`config.mk`:
```
export PLATFORM = sky130hd
export DESIGN_NAME = mem_subsys_top
export DESIGN_NICKNAME = d
export VERILOG_FILES = /design/src/common/mem_pkg.sv /design/src/common/mem_req_if.sv /design/src/main_mem/main_mem.sv /design/src/source/client_port.sv /design/src/source/mem_arbiter.sv /design/src/source/mem_subsys_top.sv
export SDC_FILE = /design/constraint.sdc
export NUM_CORES = 2
export LEC_CHECK = 0
export BUFFER_PORTS_ARGS = -buffer_cell sky130_fd_sc_hd__clkbuf_2
export CORE_MARGIN = 2
export CORE_UTILIZATION = 31
export DETAILED_ROUTE_END_ITERATION = 8
export PLACE_DENSITY = 0.57
export SLEW_MARGIN = 20
export SYNTH_ARGS = -nofsm -noshare
export SYNTH_HDL_FRONTEND = slang
export SYNTH_SLANG_ARGS = --single-unit
```
`constraint.sdc`:
```
create_clock -name clk -period 71.2 [get_ports clk]
set_input_delay 21.36 -clock clk [delete_from_list [all_inputs] [get_ports clk]]
set_output_delay 21.36 -clock clk [all_outputs]
set_load 0.05 [all_outputs]
```
`src/common/mem_pkg.sv`:
```
package mem_pkg;

    // Block geometry of the main memory
    localparam int BLOCK_BITS = 64;   // One cache line per block
    localparam int N_BLOCKS   = 16;
    localparam int ADDR_BITS  = $clog2(N_BLOCKS);  // 4 for 16 blocks

    // One block of data as moved between caches and memory
    typedef logic [BLOCK_BITS-1:0] block_data_t;

    // Block index into the memory array
    typedef logic [ADDR_BITS-1:0] block_addr_t;

    // Operation carried by a request
    typedef enum logic {
        READ  = 1'b0,
        WRITE = 1'b1    // Store, response carries old block
    } req_type_t;

    // Which cache client a request or response belongs to
    typedef enum logic {
        ICACHE = 1'b0,
        DCACHE = 1'b1
    } cache_type_t;

endpackage

```
`src/common/mem_req_if.sv`:
```
`timescale 1ns/1ps

// One arbitrated request, from the arbiter into main memory
interface mem_req_if;

    logic                   valid;       // Single-cycle strobe per request
    mem_pkg::cache_type_t   cache_type;  // Tag returned with the response
    mem_pkg::req_type_t     req_type;
    mem_pkg::block_addr_t   block_addr;
    mem_pkg::block_data_t   block_data;  // Only meaningful for writes

    // Arbiter side
    modport issuer (
        output valid,
        output cache_type,
        output req_type,
        output block_addr,
        output block_data
    );

    // Memory side, no back-pressure
    modport target (
        input valid,
        input cache_type,
        input req_type,
        input block_addr,
        input block_data
    );

endinterface

```
`src/main_mem/main_mem.sv`:
```
`timescale 1ns/1ps

module main_mem #(
    parameter int unsigned N_DELAY_CYCLES = 5   // Must be 1 or more
) (
    input  logic                  clk,
    input  logic                  init,

    mem_req_if.target             req_in,

    // Broadcast to both client ports
    output logic                  resp_valid,
    output mem_pkg::cache_type_t  resp_cache_type,
    output mem_pkg::block_data_t  resp_block_data
);

    // One slot of the latency chain
    typedef struct packed {
        logic                  valid;
        mem_pkg::req_type_t    req_type;
        mem_pkg::cache_type_t  cache_type;
        mem_pkg::block_addr_t  addr;
        mem_pkg::block_data_t  data;
    } mem_slot_t;

    mem_pkg::block_data_t mem [mem_pkg::N_BLOCKS];
    mem_slot_t            chain [N_DELAY_CYCLES];
    mem_slot_t            head;     // Oldest request, serviced this cycle

    assign head = chain[N_DELAY_CYCLES-1];

    always_ff @(posedge clk or posedge init) begin
        if (init) begin
            for (int i = 0; i < N_DELAY_CYCLES; i++) begin
                chain[i] <= '0;
            end
            for (int b = 0; b < mem_pkg::N_BLOCKS; b++) begin
                mem[b] <= '0;
            end
            resp_valid      <= 1'b0;
            resp_cache_type <= mem_pkg::ICACHE;
            resp_block_data <= '0;
        end else begin
            // Advance every slot by one
            for (int i = N_DELAY_CYCLES - 1; i > 0; i--) begin
                chain[i] <= chain[i-1];
            end

            chain[0] <= '{
                valid:      req_in.valid,
                req_type:   req_in.req_type,
                cache_type: req_in.cache_type,
                addr:       req_in.block_addr,
                data:       req_in.block_data
            };

            resp_valid      <= head.valid;
            resp_cache_type <= head.cache_type;

            if (head.valid) begin
                // Old content goes back even on a write
                resp_block_data <= mem[head.addr];
                if (head.req_type == mem_pkg::WRITE) begin
                    mem[head.addr] <= head.data;
                end
            end else begin
                resp_block_data <= '0;
            end
        end
    end

endmodule

```
`src/source/client_port.sv`:
```
`timescale 1ns/1ps

module client_port #(
    parameter mem_pkg::cache_type_t PORT_TYPE = mem_pkg::ICACHE
) (
    input  logic                  clk,
    input  logic                  init,

    // Four-phase client side
    input  logic                  req,
    input  logic                  we,
    input  mem_pkg::block_addr_t  addr,
    input  mem_pkg::block_data_t  wdata,
    output logic                  ack,
    output mem_pkg::block_data_t  rdata,

    // Towards the arbiter
    output logic                  pending,
    input  logic                  grant,
    output logic                  cap_we,
    output mem_pkg::block_addr_t  cap_addr,
    output mem_pkg::block_data_t  cap_wdata,

    // Broadcast response from memory
    input  logic                  resp_valid,
    input  mem_pkg::cache_type_t  resp_cache_type,
    input  mem_pkg::block_data_t  resp_block_data
);

    typedef enum logic [1:0] {
        ST_IDLE,
        ST_PENDING,   // Captured, waiting for a grant
        ST_WAITING,   // Issued, waiting for the tagged response
        ST_ACKED      // Holding ack until req drops
    } port_state_t;

    port_state_t state;
    logic        own_resp;

    // Only responses carrying our tag belong to this port
    assign own_resp = resp_valid && (resp_cache_type == PORT_TYPE);

    assign pending = (state == ST_PENDING);
    assign ack     = (state == ST_ACKED);

    always_ff @(posedge clk or posedge init) begin
        if (init) begin
            state <= ST_IDLE;
        end else begin
            case (state)
                ST_IDLE:    if (req)      state <= ST_PENDING;
                ST_PENDING: if (grant)    state <= ST_WAITING;
                ST_WAITING: if (own_resp) state <= ST_ACKED;
                ST_ACKED:   if (!req)     state <= ST_IDLE;
                default:                  state <= ST_IDLE;
            endcase
        end
    end

    // Request fields are latched on the req rise and held until issued
    always_ff @(posedge clk) begin
        if (state == ST_IDLE && req) begin
            cap_we    <= we;
            cap_addr  <= addr;
            cap_wdata <= wdata;
        end
    end

    // Response data stays stable for the whole ack phase
    always_ff @(posedge clk) begin
        if (state == ST_WAITING && own_resp) begin
            rdata <= resp_block_data;
        end
    end

endmodule

```
`src/source/mem_arbiter.sv`:
```
`timescale 1ns/1ps

module mem_arbiter (
    input  logic                  clk,
    input  logic                  init,

    input  logic                  icache_pending,
    input  logic                  dcache_pending,
    output logic                  icache_grant,
    output logic                  dcache_grant,

    input  logic                  icache_we,
    input  logic                  dcache_we,
    input  mem_pkg::block_addr_t  icache_addr,
    input  mem_pkg::block_addr_t  dcache_addr,
    input  mem_pkg::block_data_t  icache_wdata,
    input  mem_pkg::block_data_t  dcache_wdata,

    mem_req_if.issuer             req_out
);

    logic dcache_first;   // Set when dcache wins the next contention
    logic contended;
    logic pick_dcache;

    assign contended   = icache_pending && dcache_pending;
    assign pick_dcache = dcache_pending && (!icache_pending || dcache_first);

    // Grants are same-cycle and mutually exclusive
    assign dcache_grant = pick_dcache;
    assign icache_grant = icache_pending && !pick_dcache;

    always_ff @(posedge clk or posedge init) begin
        if (init) begin
            dcache_first  <= 1'b0;
            req_out.valid <= 1'b0;
        end else begin
            req_out.valid <= icache_pending || dcache_pending;
            // Loser of a contention gets priority next time
            if (contended) begin
                dcache_first <= !dcache_first;
            end
        end
    end

    // Request payload follows the winner
    always_ff @(posedge clk) begin
        if (pick_dcache) begin
            req_out.cache_type <= mem_pkg::DCACHE;
            req_out.req_type   <= dcache_we ? mem_pkg::WRITE : mem_pkg::READ;
            req_out.block_addr <= dcache_addr;
            req_out.block_data <= dcache_wdata;
        end else begin
            req_out.cache_type <= mem_pkg::ICACHE;
            req_out.req_type   <= icache_we ? mem_pkg::WRITE : mem_pkg::READ;
            req_out.block_addr <= icache_addr;
            req_out.block_data <= icache_wdata;
        end
    end

endmodule

```
`src/source/mem_subsys_top.sv`:
```
`timescale 1ns/1ps

module mem_subsys_top #(
    parameter int unsigned N_DELAY_CYCLES = 5
) (
    input  logic                  clk,
    input  logic                  init,

    // Instruction cache client
    input  logic                  icache_req,
    output logic                  icache_ack,
    input  logic                  icache_we,
    input  mem_pkg::block_addr_t  icache_addr,
    input  mem_pkg::block_data_t  icache_wdata,
    output mem_pkg::block_data_t  icache_rdata,

    // Data cache client
    input  logic                  dcache_req,
    output logic                  dcache_ack,
    input  logic                  dcache_we,
    input  mem_pkg::block_addr_t  dcache_addr,
    input  mem_pkg::block_data_t  dcache_wdata,
    output mem_pkg::block_data_t  dcache_rdata
);

    logic                  icache_pending, dcache_pending;
    logic                  icache_grant, dcache_grant;
    logic                  icache_cap_we, dcache_cap_we;
    mem_pkg::block_addr_t  icache_cap_addr, dcache_cap_addr;
    mem_pkg::block_data_t  icache_cap_wdata, dcache_cap_wdata;

    // Shared response bus, steered by tag
    logic                  resp_valid;
    mem_pkg::cache_type_t  resp_cache_type;
    mem_pkg::block_data_t  resp_block_data;

    mem_req_if req_bus ();

    client_port #(.PORT_TYPE(mem_pkg::ICACHE)) u_icache_port (
        .clk             (clk),
        .init            (init),
        .req             (icache_req),
        .we              (icache_we),
        .addr            (icache_addr),
        .wdata           (icache_wdata),
        .ack             (icache_ack),
        .rdata           (icache_rdata),
        .pending         (icache_pending),
        .grant           (icache_grant),
        .cap_we          (icache_cap_we),
        .cap_addr        (icache_cap_addr),
        .cap_wdata       (icache_cap_wdata),
        .resp_valid      (resp_valid),
        .resp_cache_type (resp_cache_type),
        .resp_block_data (resp_block_data)
    );

    client_port #(.PORT_TYPE(mem_pkg::DCACHE)) u_dcache_port (
        .clk             (clk),
        .init            (init),
        .req             (dcache_req),
        .we              (dcache_we),
        .addr            (dcache_addr),
        .wdata           (dcache_wdata),
        .ack             (dcache_ack),
        .rdata           (dcache_rdata),
        .pending         (dcache_pending),
        .grant           (dcache_grant),
        .cap_we          (dcache_cap_we),
        .cap_addr        (dcache_cap_addr),
        .cap_wdata       (dcache_cap_wdata),
        .resp_valid      (resp_valid),
        .resp_cache_type (resp_cache_type),
        .resp_block_data (resp_block_data)
    );

    mem_arbiter u_arbiter (
        .clk            (clk),
        .init           (init),
        .icache_pending (icache_pending),
        .dcache_pending (dcache_pending),
        .icache_grant   (icache_grant),
        .dcache_grant   (dcache_grant),
        .icache_we      (icache_cap_we),
        .dcache_we      (dcache_cap_we),
        .icache_addr    (icache_cap_addr),
        .dcache_addr    (dcache_cap_addr),
        .icache_wdata   (icache_cap_wdata),
        .dcache_wdata   (dcache_cap_wdata),
        .req_out        (req_bus.issuer)
    );

    main_mem #(.N_DELAY_CYCLES(N_DELAY_CYCLES)) u_main_mem (
        .clk             (clk),
        .init            (init),
        .req_in          (req_bus.target),
        .resp_valid      (resp_valid),
        .resp_cache_type (resp_cache_type),
        .resp_block_data (resp_block_data)
    );

endmodule
```
==> out/qor.yml <==
run_status:
  status: "finished clean"
clock_network:
  clock-sinks: 1787
  clockBufferDepth: 3
  cts_tree: "yes"
  post_cts_buffers: 0
  root_buffer: "clkbuf_16"
  cts_resized: 0
  numCtsBuffers: 197
  clock_latency_ns: 0.85
  htreeDepth: 4
  clk_pin_slew_worst_paths_ns: 0.06
  ctsHoldBuffers: 0
placement:
  pre_cts_ws_ns: 44.57
  dpl.hpwl_um: 84800
  postPlaceCellArea_sq_mm: 0.0717
  place_congestion: 0.709
  port_buffers: 271
grt:
  grt_max_degree: 187
  grt_pass1_vias: 37000
  gr-total-overflow: 0
  antenna_found_initial: 6
  grt_pass1_wl_um: 241000
  grt_usage: 0.143
timing:
  setup_slack_ns: 45.97
  timing.slew.headroom: 0.271
  hold_violations: 0
  post-route-period-util: 0.354
  finalCriticalPeriod_ns: 25.23
  hold_slack_ns: 0.308
  slew_viol_final: 0
  fmax_ghz: 0.0396
  final.setup.tns_ns: 0
  rsz0062_at_grt: "no"
  worst_pin_slew_ns: 1.09
  clock_skew_ns: 0.0561
  setup-violations-final: 0
worst_setup_path:
  crit_slowest_cell: "buf_4"
  cp.arrival_ns: 26.13
  crit_family: "buffers and inverters"
  startpoint_type: "primary input"
  critPathKind: "in -> async"
  path_buf_inv: 7
  crit_path_max_fanout: 86
  worstSetupEndpointType: "asynchronous set/reset pin"
  worstPathRequired_ns: 72.10
  r2r_cells: 5
  cpPeakStageDelay_ns: 0.87
  crit_chain: "clkbuf_2 > inv_8 > buf_4 > buf_4 > buf_6 > buf_4 > buf_4"
  r2r_slack_ns: 67.39
  path_common_cell: "buf_4"
  cp.depth: 7
logic_synthesis:
  synth-main-ff-cell: "dfrtp_1"
  yosys_warnings: 0
  synth_nets: 4018
  synth_largest_area_cell: "dfrtp_1"
  synth_top_area_share: 0.537
  syn_avg_cell_area_sq_um: 17.5
  yosysUniqueCellTypes: 38
  syn-cell-area_sq_mm: 0.0676
  async_flop_share: 0.812
  synthTopCellsByArea: "dfrtp_1 (54%), mux2_2 (17%), edfxtp_1 (12%)"
  synthCells: 3868
  synth_seq_cells: 1787
  ys_seq_area_frac: 0.676
  synth_edf_count: 266
floorplan:
  die_h_um: 471
  pin_count: 272
  rows: 171
  die_area_sq_mm: 0.222
  start_util: 0.311
  die_w_um: 471
  coreArea_sq_mm: 0.217
detailed_routing:
  drt_iter0_drc: 2270
  ant_nets: 0
  via_per_inst: 4.75
  wl_per_cell_um: 22.2
  wl_um: 159000
  firstDrtPassIters: 5
  vias: 33900
  drc: 0
power:
  power_density_mw_per_mm2: 42.5
  power.leakage_nw: 34.8
  total_power_mw: 3.33
  peakVddDrop_mv: 0.0291
cells_and_area:
  syn2layout_area_growth_pct: 16.0
  register_area_sq_mm: 0.0457
  design_area_sq_mm: 0.0784
  final_common_cell: "dfrtp_1"
  nets: 4273
  mostFrequentLayoutCells: "dfrtp_1 (1449), mux2_2 (1043), clkbuf_2 (271)"
  fill_cells: 20400
  multiInputGateArea_sq_mm: 0.0205
  layout-drive-gt1-share: 0.431
run:
  drv_cap: 0
min_path:
  hold_depth: 0
  hp-class: "reg -> reg"
cell families (layout without fill, tap and decap cells):
group	after synthesis	after routing	synth area share
mux	1482	1482	0.266
xor+xnor	1	1	0.000130
simple gates	42	42	0.00515
flops	1787	1787	0.676
compound gates	261	261	0.0291
buf+inv	287	703	0.0218
other cells	0	1	0
fa+ha+maj	8	8	0.00148
cell type report:
cell class / count / share of cell area
Sequential cell: 1787 / 0.583
Multi-Input combinational cell: 1794 / 0.262
Clock buffer: 304 / 0.0754
Tap cell: 2854 / 0.0456
Timing Repair Buffer: 335 / 0.0242
Clock inverter: 56 / 0.00970
Inverter: 8 / 0.000479
Antenna cell: 1 / 0.0000319
worst register-to-register path: stages (launching register included):
cell	delay, ns
dfrtp_4	0.90
buf_4	0.68
buf_4	0.87
mux4_2	0.65
a22oi_1	0.24
o31ai_1	0.25
worst paths after layout:
check                                                 from                        endpoint
setup / recovery                                      init             u_main_mem.mem[500]
hold / removal             u_arbiter.req_out.block_data[7]           u_main_mem.chain[291]
setup reg to reg                      u_main_mem.chain[64]  u_main_mem.resp_block_data[34]
hold reg to reg            u_arbiter.req_out.block_data[7]           u_main_mem.chain[291]
max in group clk                    u_dcache_port.state[1]                      dcache_ack
min in group asynchronous                             init           u_main_mem.chain[291]
synth_stat cells, drive strengths merged (2+ instances only):
master / n
nand4b: 2
dfrtp: 1451
inv: 8
nand2b: 9
dfxtp: 70
a22o: 64
mux4: 128
nor2: 15
mux2: 1224
clkbuf: 118
and2: 2
o22ai: 64
edfxtp: 266
o31ai: 64
and3: 4
ha: 8
nand2: 4
buf: 161
mux2i: 130
a22oi: 64
power by group:
part | switching (mW) | internal, mW | leakage [nW]
clock network | 0.424 | 0.598 | 3.26
logic | 0.365 | 0.367 | 9.95
registers | 0.208 | 1.37 | 21.6
flip-flops by register name, summed over array words and instances, names as in the netlist, 4 cells and up:
| register | count |
|---|---|
| u_icache_port.rdata | 64 |
| u_main_mem.resp_block_data | 64 |
| u_arbiter.req_out.block_data | 64 |
| u_dcache_port.cap_wdata | 64 |
| u_dcache_port.cap_addr | 4 |
| u_main_mem.chain | 355 |
| u_icache_port.cap_addr | 4 |
| u_arbiter.req_out.block_addr | 4 |
| u_icache_port.cap_wdata | 64 |
| u_main_mem.mem | 1024 |
| u_dcache_port.rdata | 64 |
through the flow:
stage / utilization / std cells
2_1_floorplan: - / 3868
3_3_place_gp: 0.330 / 6777
3_5_place_dp: 0.330 / 6777
4_1_cts: 0.361 / 7137
5_1_grt: 0.361 / 7139
6_report: 0.361 / 7139
layer usage:
metal	part of all wire	vias to the layer above	global-route usage
met5	0	-	0
met2	0.48	601	0.232
met4	0.027	0	0.0475
met1	0.46	18300	0.196
met3	0.039	260	0.0250
li1	-	14700	-
Power figures use the tool's default switching activity.
